[src/common/stall_pkg.sv]
package stall_pkg;

    // general register file of the x86 decode stage
    localparam int NUM_REGS  = 8;
    localparam int REG_IDX_W = 3;
    // esp / sp / ah slot
    localparam int SP_IDX    = 4;

    // operand kind codes as produced by the decoder tables
    typedef enum logic [2:0] {
        OP_NONE  = 3'd0,
        OP_REG   = 3'd1,
        OP_SEG   = 3'd2,
        OP_MM    = 3'd3,
        OP_MODRM = 3'd4,
        OP_IMM   = 3'd5,
        OP_MEM   = 3'd6
    } op_kind_e;

    // only the byte code changes register mapping
    typedef enum logic [1:0] {
        SIZE_BYTE  = 2'd0,
        SIZE_WORD  = 2'd1,
        SIZE_DWORD = 2'd2
    } size_e;

    typedef struct packed {
        logic [REG_IDX_W-1:0] idx;
        logic                 valid;
    } reg_access_t;

    // up to two reads per operand
    // op0_r0 sits in the top bits
    typedef struct packed {
        reg_access_t op0_r0;
        reg_access_t op0_r1;
        reg_access_t op1_r0;
        reg_access_t op1_r1;
    } src_set_t;

    typedef struct packed {
        logic [REG_IDX_W-1:0] idx;
        logic                 valid;
    } dest_t;

    typedef struct packed {
        op_kind_e             op0_kind;
        logic [REG_IDX_W-1:0] op0_reg;
        op_kind_e             op1_kind;
        logic [REG_IDX_W-1:0] op1_reg;
        logic [7:0]           mod_rm;
        logic [7:0]           sib;
        size_e                size;
        logic                 stack_op;
    } instr_t;

    typedef struct packed {
        logic [REG_IDX_W-1:0] idx;
        size_e                size;
        logic                 enable;
    } wb_t;

    // al/cl/dl/bl share a counter with ah/ch/dh/bh so byte access drops bit 2
    function automatic logic [REG_IDX_W-1:0] size_map(
        input logic [REG_IDX_W-1:0] idx,
        input size_e                size
    );
        logic [REG_IDX_W-1:0] mapped;
        mapped = idx;
        if (size == SIZE_BYTE) begin
            mapped[REG_IDX_W-1] = 1'b0;
        end
        return mapped;
    endfunction

endpackage

[src/hw/operand_access_decode.sv]
module operand_access_decode (
    input  stall_pkg::instr_t   instr,
    output stall_pkg::src_set_t srcs,
    output stall_pkg::dest_t    dest
);
    import stall_pkg::*;

    // mod r/m and sib fields
    logic [1:0]           mod;
    logic [REG_IDX_W-1:0] rm;
    logic [REG_IDX_W-1:0] sib_base;
    logic [REG_IDX_W-1:0] sib_index;

    // mod r/m addressing results shared by whichever operand is modrm
    logic                 mod_is_reg;
    logic                 disp_only;
    logic                 sib_index_used;
    logic [REG_IDX_W-1:0] modrm_r0_idx;

    assign mod       = instr.mod_rm[7:6];
    assign rm        = instr.mod_rm[2:0];
    assign sib_base  = instr.sib[2:0];
    assign sib_index = instr.sib[5:3];

    assign mod_is_reg = (mod == 2'b11);
    // mod 00 rm 101 is a plain disp32 with no base register read
    assign disp_only  = (mod == 2'b00) && (rm == 3'b101);
    // index 100 in the sib byte means no index register
    assign sib_index_used = !mod_is_reg && (rm == 3'b100) && (sib_index != 3'b100);

    always_comb begin
        if (mod_is_reg) begin
            // in register form rm names a sized register
            modrm_r0_idx = size_map(rm, instr.size);
        end else if (rm == 3'b100) begin
            modrm_r0_idx = sib_base;
        end else begin
            modrm_r0_idx = rm;
        end
    end

    // first register read of one operand
    function automatic reg_access_t first_read(
        input op_kind_e             kind,
        input logic [REG_IDX_W-1:0] op_reg,
        input size_e                size,
        input logic [REG_IDX_W-1:0] mr_idx,
        input logic                 mr_no_base
    );
        reg_access_t rd;
        rd = '0;
        case (kind)
            OP_REG: begin
                rd.valid = 1'b1;
                rd.idx   = size_map(op_reg, size);
            end
            // address held in a full width register
            OP_MEM: begin
                rd.valid = 1'b1;
                rd.idx   = op_reg;
            end
            OP_MODRM: begin
                rd.valid = !mr_no_base;
                rd.idx   = mr_idx;
            end
            // segment, mm, immediate and none touch no general register
            default: begin
                rd = '0;
            end
        endcase
        return rd;
    endfunction

    // second read only comes from a sib index
    function automatic reg_access_t second_read(
        input op_kind_e             kind,
        input logic                 idx_used,
        input logic [REG_IDX_W-1:0] idx
    );
        reg_access_t rd;
        rd.valid = (kind == OP_MODRM) && idx_used;
        rd.idx   = idx;
        return rd;
    endfunction

    always_comb begin
        srcs.op0_r0 = first_read(instr.op0_kind, instr.op0_reg, instr.size,
                                 modrm_r0_idx, disp_only);
        srcs.op0_r1 = second_read(instr.op0_kind, sib_index_used, sib_index);
        srcs.op1_r0 = first_read(instr.op1_kind, instr.op1_reg, instr.size,
                                 modrm_r0_idx, disp_only);
        srcs.op1_r1 = second_read(instr.op1_kind, sib_index_used, sib_index);
    end

    // op0 writes a register when it is a register or a register-form mod r/m
    always_comb begin
        dest = '0;
        if (instr.op0_kind == OP_REG) begin
            dest.valid = 1'b1;
            dest.idx   = size_map(instr.op0_reg, instr.size);
        end else if ((instr.op0_kind == OP_MODRM) && mod_is_reg) begin
            dest.valid = 1'b1;
            dest.idx   = size_map(rm, instr.size);
        end
    end

endmodule

[src/hw/register_access_stall.sv]
module register_access_stall #(
    parameter int CNT_W = 4
) (
    input  logic              clk,
    input  logic              rst_n,
    input  stall_pkg::instr_t instr,
    input  stall_pkg::wb_t    wb,
    input  logic              next_stage_ready,
    output logic              is_stall
);
    import stall_pkg::*;

    src_set_t                           srcs;
    dest_t                              dest;
    logic [NUM_REGS-1:0][CNT_W-1:0]     counts;

    // which registers the instruction reads and writes
    operand_access_decode u_decode (
        .instr (instr),
        .srcs  (srcs),
        .dest  (dest)
    );

    // same-cycle stall from the current counter values
    hazard_check #(
        .CNT_W (CNT_W)
    ) u_hazard (
        .srcs     (srcs),
        .stack_op (instr.stack_op),
        .counts   (counts),
        .is_stall (is_stall)
    );

    // counters move on issue and writeback
    scoreboard_table #(
        .CNT_W (CNT_W)
    ) u_table (
        .clk              (clk),
        .rst_n            (rst_n),
        .dest             (dest),
        .wb               (wb),
        .next_stage_ready (next_stage_ready),
        .is_stall         (is_stall),
        .counts           (counts)
    );

endmodule

[src/scoreboard/hazard_check.sv]
module hazard_check #(
    parameter int CNT_W = 4
) (
    input  stall_pkg::src_set_t                           srcs,
    input  logic                                          stack_op,
    input  logic [stall_pkg::NUM_REGS-1:0][CNT_W-1:0]     counts,
    output logic                                          is_stall
);
    import stall_pkg::*;

    localparam int NUM_SRCS = 4;

    reg_access_t [NUM_SRCS-1:0] src_list;
    logic        [NUM_SRCS-1:0] src_hit;
    logic                       sp_busy;
    logic                       stack_stall;

    // flatten the source set so each read gets the same check
    assign src_list[0] = srcs.op0_r0;
    assign src_list[1] = srcs.op0_r1;
    assign src_list[2] = srcs.op1_r0;
    assign src_list[3] = srcs.op1_r1;

    // a read hits when an older instruction still owes a writeback to it
    always_comb begin
        for (int i = 0; i < NUM_SRCS; i++) begin
            src_hit[i] = src_list[i].valid && (counts[src_list[i].idx] != '0);
        end
    end

    // push/pop/call/ret use sp implicitly
    assign sp_busy     = (counts[SP_IDX] != '0);
    assign stack_stall = stack_op && sp_busy;

    assign is_stall = (|src_hit) || stack_stall;

endmodule

[src/scoreboard/scoreboard_table.sv]
module scoreboard_table #(
    parameter int CNT_W = 4
) (
    input  logic                                      clk,
    input  logic                                      rst_n,
    input  stall_pkg::dest_t                          dest,
    input  stall_pkg::wb_t                            wb,
    input  logic                                      next_stage_ready,
    input  logic                                      is_stall,
    output logic [stall_pkg::NUM_REGS-1:0][CNT_W-1:0] counts
);
    import stall_pkg::*;

    logic                 issue;
    logic [REG_IDX_W-1:0] wb_idx;
    logic [NUM_REGS-1:0]  inc_hit;
    logic [NUM_REGS-1:0]  dec_hit;

    // the instruction only leaves decode when downstream takes it and no hazard holds it
    assign issue = next_stage_ready && !is_stall;

    // writeback names the register at its access size so ah retires counter 0
    assign wb_idx = size_map(wb.idx, wb.size);

    for (genvar r = 0; r < NUM_REGS; r++) begin : g_cnt

        assign inc_hit[r] = issue && dest.valid && (dest.idx == REG_IDX_W'(r));
        assign dec_hit[r] = wb.enable && (wb_idx == REG_IDX_W'(r));

        // one pending-write counter per register
        always_ff @(posedge clk or negedge rst_n) begin
            if (!rst_n) begin
                counts[r] <= '0;
            end else begin
                case ({inc_hit[r], dec_hit[r]})
                    2'b10: begin
                        counts[r] <= counts[r] + 1'b1;
                    end
                    2'b01: begin
                        counts[r] <= counts[r] - 1'b1;
                    end
                    // issue and retire together cancel out
                    default: begin
                        counts[r] <= counts[r];
                    end
                endcase
            end
        end

    end

endmodule

[config.mk]
export PLATFORM = sky130hd
export DESIGN_NAME = register_access_stall
export DESIGN_NICKNAME = d
export VERILOG_FILES = /design/src/common/stall_pkg.sv /design/src/hw/operand_access_decode.sv /design/src/hw/register_access_stall.sv /design/src/scoreboard/hazard_check.sv /design/src/scoreboard/scoreboard_table.sv
export SDC_FILE = /design/constraint.sdc
export NUM_CORES = 1
export LEC_CHECK = 0
export BUFFER_PORTS_ARGS = -buffer_cell sky130_fd_sc_hd__buf_2
export CORE_AREA = 3 3 105 107
export CTS_CLUSTER_DIAMETER = 150
export DETAILED_ROUTE_END_ITERATION = 7
export DIE_AREA = 0 0 108 110
export PLACE_DENSITY = 0.5
export REMOVE_ABC_BUFFERS = 1
export SETUP_SLACK_MARGIN = 0.2
export SLEW_MARGIN = 40
export SYNTH_ARGS = -nofsm -noshare
export SYNTH_HDL_FRONTEND = slang
export SYNTH_SLANG_ARGS = --single-unit
[constraint.sdc]
create_clock -name clk -period 9.3 [get_ports clk]
set_clock_uncertainty 0.2 [all_clocks]
set_input_delay 2.79 -clock clk [delete_from_list [all_inputs] [get_ports clk]]
set_output_delay 2.79 -clock clk [all_outputs]
set_load 0.03 [all_outputs]
# Yosys cells after proc, flatten, opt, wreduce, memory -nomap -nowiden
# Cells that the tools add are included.
[totals]
ff_bits = 32
inputBits = 40
out_inout_bits = 1
elab_cells = 142
[op_classes]
addsub = 16
n_lt_le_gt_ge = 3
eq_ne = 40
mux = 24
n_reduce_logical = 51
[op_table]
columns = ["op", "n"]
rows = [
  ["case mux 4 bit (2 select lines)", 8],
  ["== test 3 bit, second input constant", 14],
  ["binary-select mux 4 bit (select 3 bit)", 3],
  ["adder 4 x 1 -> 4 bit, second input constant", 8],
  ["subtractor 4 x 1 -> 4 bit, second input constant", 8],
  ["logical AND 1 bit", 29],
  ["case mux 4 bit (3 select lines)", 2],
  ["two-way mux 4 bit", 5],
  ["== test 2 bit, second input constant", 9],
  ["== test 2 x 1 -> 1 bit, second input constant", 8],
  ["nonzero test 2 bit", 8],
  ["nonzero test 4 bit", 4],
  ["== test 3 x 1 -> 1 bit, second input constant", 4],
  ["== test 3 x 2 -> 1 bit, second input constant", 4],
  ["< comparator 3 x 4 -> 1 bit, second input constant", 3],
  ["zero test 2 bit", 3],
  ["zero test 3 bit", 2],
  ["two-way mux 3 bit", 2],
  ["two-way mux 1 bit", 4],
  ["OR reduction 4 bit", 1],
  ["zero test 1 bit", 3],
  ["!= test 3 bit, second input constant", 1],
  ["logical OR 1 bit", 1],
]

# Depth between registers and ports, before layout
[logic_depth]
ltp_word = 16
depth_mapped = 15
mapped_depth_nobuf = 13

# Cells and area by module
# Synthesis repeated with hierarchy kept, for this count alone.
[unflattened]
cells_unflattened = 325
hier_area_um2 = 2922.8
[modules_own_cells]
columns = ["module", "n_inst", "cells_each", "area_each_um2", "seq_area_each_um2"]
rows = [
  ["scoreboard_table", 1, 204, 2102.0, 800.8],
  ["operand_access_decode", 1, 66, 419.2, 0.0],
  ["hazard_check", 1, 55, 401.6, 0.0],
]

# Worst setup path after synthesis
# OpenSTA, ideal clock, no wires.
[synth_timing]
path_type = "input -> output"
from = "input port instr[29] (netlist bit)"
to = "output port is_stall"
arrival_time_ns = 4.767
required_time_ns = 6.310
setup_slack_ns = 1.543
stages = 7
path_buffers = 1
path_cell_list = "buf_2 nor3b_2 a22o_1 a22oi_2 a211oi_1 a211oi_2 o311ai_1"
[synth_between]
elab_chain_len = 8
elab_cells_between_ends = 12
cone_classes = "eq/ne: 3; mux: 3; reduce/logical: 6"
[synth_rtl]
columns = ["element", "line", "source"]
rows = [
  ["from (decl)", "register_access_stall.sv:6", "input stall_pkg::instr_t instr,"],
  ["== test 3 bit, or another cell as far along", "operand_access_decode.sv:52, operand_access_decode.sv:81", ""],
  ["case mux 4 bit (3 select lines)", "operand_access_decode.sv:52", "case (kind)"],
  ["binary-select mux 4 bit (select 3 bit)", "hazard_check.sv:27", "src_hit[i] = src_list[i].valid && (counts[src_list[i].idx] != '0);"],
  ["two-way mux 4 bit (implied by the code)", "hazard_check.sv:27", ""],
  ["nonzero test 4 bit", "hazard_check.sv:27", ""],
  ["logical AND 1 bit", "hazard_check.sv:27", ""],
  ["OR reduction 4 bit (*)", "hazard_check.sv:35", "assign is_stall = (|src_hit) || stack_stall;"],
  ["logical OR 1 bit (*)", "hazard_check.sv:35", ""],
  ["to (decl)", "register_access_stall.sv:9", "output logic is_stall"],
]
# Mark *: on every way between the ends. The rest lies on a longest branch, timed or not. The select of a mux whose other input is x is not followed.

# Worst setup path after layout
# Ends and elaborated chain as after synthesis.

==> flow_metrics.py <==
metrics = {
    "status": {
        "status": "finished, final reports clean",
    },
    "cells_and_area": {
        "syn_to_final_growth_pct": 14.5,
        "multi_input_area_sq_mm": 0.00211,
        "fillCellCount": 1076,
        "largestRegisters": "u_table.counts: 32 flops",
        "largest_reg_flops": 32,
        "largest-register": "u_table.counts",
        "antenna_cells": 0,
        "drive_gt1_share_pct": 17.5,
        "final_nets": 432,
        "layout_common_cells": "buf_2 (34), dfrtp_1 (32), inv_1 (28), ha_1 (24), nand2_1 (22)",
        "final_common_cell": "buf_2",
        "register_area_sq_um": 801,
    },
    "detailed_routing": {
        "viasPerCell": 5.00,
        "routed_wl_microns": 6880,
        "drtIter0Drc": 133,
        "remaining_drc_errors": 0,
        "drtPass1Iterations": 4,
        "routedWlPerCell_microns": 13.9,
        "ant_nets": 0,
        "vias": 2484,
    },
    "floorplan": {
        "core_area_sq_mm": 0.0102,
        "initial_core_util_pct": 29.6,
        "rows": 37,
        "io_pins": 41,
        "die_x_microns": 108,
        "die_area_sq_mm": 0.0119,
        "die_h_microns": 110,
    },
    "critical_path": {
        "crit_required_ns": 6.31,
        "critPathMaxFanout": 11,
        "cp-start-kind": "input pin",
        "end_kind": "output port",
        "critical_path_class": "input pin to output port",
        "cp_data_arrival_time_ns": 4.85,
    },
    "clock_network": {
        "cts.clk_slew.worst_paths_ns": 0.07,
        "cts_tree": "yes",
        "insertion_delay_ns": 0.29,
        "cts_hold_buffers": 0,
        "cts_buffers": 5,
        "cts.sinks": 32,
        "cts_max_level": 2,
        "cts_resized": 0,
        "clock_path_buffers": 2,
        "cts_root_buffer": "clkbuf_8",
        "postCtsSetupBuffers": 0,
    },
    "timing": {
        "slew_viol_final": 0,
        "fin_tns_setup_ns": 0,
        "relSlewSlack_pct": 40.8,
        "finalCritPeriodShare_pct": 84.3,
        "finalHoldViolations": 0,
        "worst_pin_slew_ns": 0.880,
        "setup_violations": 0,
        "min_period_ns": 7.84,
        "fmax_ghz": 0.128,
        "rsz0062_at_grt": "no",
    },
    "synth": {
        "ys_seq_area_share_pct": 26.4,
        "yosys.cell_types.count": 66,
        "synth-edff-count": 0,
        "synth_area_sq_mm": 0.00303,
        "synth-seq-cells": 32,
        "syn_inst": 322,
        "postSynthAreaPerCell_sq_um": 9.40,
        "ys.flop_type": "dfrtp_1",
        "ys_warn_count": 0,
        "async_reset_ff_share_pct": 100,
    },
    "place": {
        "place_hpwl_microns": 5440,
        "gp_congestion": 0.772,
        "portBuffers": 35,
    },
    "power_and_ir_drop": {
        "seqPwrFrac_pct": 38.0,
        "p_per_area_mw_per_mm2": 206,
        "clockPowerShare_pct": 18.8,
        "p_leak_nw": 1.55,
        "swShare_pct": 40.2,
        "p_total_mw": 0.716,
        "power.internal_mw": 0.428,
        "ir_worst_vdd_uv": 53.2,
        "p_sw_mw": 0.288,
        "p_comb_share_pct": 43.2,
    },
    "grt": {
        "grt_usage_pct": 12.4,
        "grt-ovfl-total": 0,
        "grt_max_degree": 33,
        "grt_pass1_vias": 2469,
        "grt_pass1_wl_microns": 11800,
        "antenna_found_initial": 0,
    },
    "hold_path": {
        "hp-class": "flip-flop to flip-flop",
    },
    "job": {
        "cap_violations": 0,
    },
}
[cells in the mapped netlist (all sizes together) (8+ instances only)]
master	count	share of area (%)
a21o	11	2.8
a21oi	13	2.1
dfrtp	32	26
fa	8	5.3
ha	24	9.9
inv	28	3.5
mux2i	10	3.3
nand2	22	2.7
nand3	9	1.5
nor2	17	2.1
nor4	9	2.6
o21ai	16	2.6
o311ai	9	2.6
xnor2	16	4.6
xor2	16	4.6
[power by group through the flow]
stage | clock network (mW) | logic, mW | registers, mW
2_1_floorplan | 0 | 0.245 | 0.257
3_3_place_gp | 0 | 0.305 | 0.273
4_1_cts | 0.139 | 0.315 | 0.273
3_5_place_dp | 0 | 0.314 | 0.274
5_1_grt | 0.148 | 0.360 | 0.284
6_report | 0.135 | 0.309 | 0.272
[final cells by class]
| cell class | instances | area share (%) |
|---|---|---|
| Clock inverter | 2 | 1.01 |
| Multi-Input combinational cell | 258 | 60.8 |
| Tap cell | 136 | 4.91 |
| Clock buffer | 6 | 2.09 |
| Sequential cell | 32 | 23.1 |
| Timing Repair Buffer | 35 | 5.12 |
| Inverter | 28 | 3.03 |
[worst paths after layout]
check | startpoint | cells past startpoint | slack [ns] | end
min in group asynchronous | rst_n | 1 | 2.25 | u_table.counts[23]$_DFFE_PN0P_
min | u_table.counts[31]$_DFFE_PN0P_ | 1 | 0.27 | u_table.counts[31]$_DFFE_PN0P_
max reg2reg | u_table.counts[13]$_DFFE_PN0P_ | 13 | 5.31 | u_table.counts[31]$_DFFE_PN0P_
max | instr[29] | 8 | 1.46 | is_stall
max in group asynchronous | rst_n | 1 | 6.33 | u_table.counts[17]$_DFFE_PN0P_
min reg2reg | u_table.counts[31]$_DFFE_PN0P_ | 1 | 0.27 | u_table.counts[31]$_DFFE_PN0P_
[metrics by stage]
| step | area, sq um | cells | hold WS (ns) | setup slack [ns] | utilization (%) |
|---|---|---|---|---|---|
| floorplan | 3010 | 318 | 0.243 | 1.64 | - |
| global placement | 3350 | 489 | 0.260 | 1.47 | 32.8 |
| detailed placement | 3360 | 489 | 0.260 | 1.45 | 32.8 |
| CTS | 3470 | 497 | 0.277 | 1.44 | 33.9 |
| global route | 3470 | 497 | 0.290 | 1.31 | 33.9 |
| finish | 3470 | 497 | 0.274 | 1.46 | 33.9 |
[critical path, cell delays in order]
cell	delay (ns)
buf_2	0.17
and4bb_2	0.37
o22ai_1	0.14
a21o_2	0.25
mux2i_1	0.13
a211oi_2	0.57
o311ai_1	0.20
buf_2	0.22
[cell families (layout without fill, tap and decap cells)]
| kind of cell | after synthesis | count (layout) | synth area share (%) |
|---|---|---|---|
| DFF | 32 | 32 | 26.4 |
| buffers and inverters | 32 | 71 | 4.17 |
| and+or+nand+nor | 93 | 93 | 18.5 |
| AOI/OAI and AO/OA | 91 | 91 | 23.1 |
| muxes | 10 | 10 | 3.31 |
| xor gates and xnor gates | 32 | 32 | 9.26 |
| adders and majority gates | 32 | 32 | 15.2 |
[metal layers]
layer / vias up / GRT usage, % / routed length, microns
li1: 1267 / - / -
met3: 4 / 2.39 / 286
met5: - / 0 / 0
met2: 39 / 21.3 / 3200
met4: 0 / 2.43 / 40
met1: 1174 / 16.5 / 3360
(Power assumes the default switching activity.)
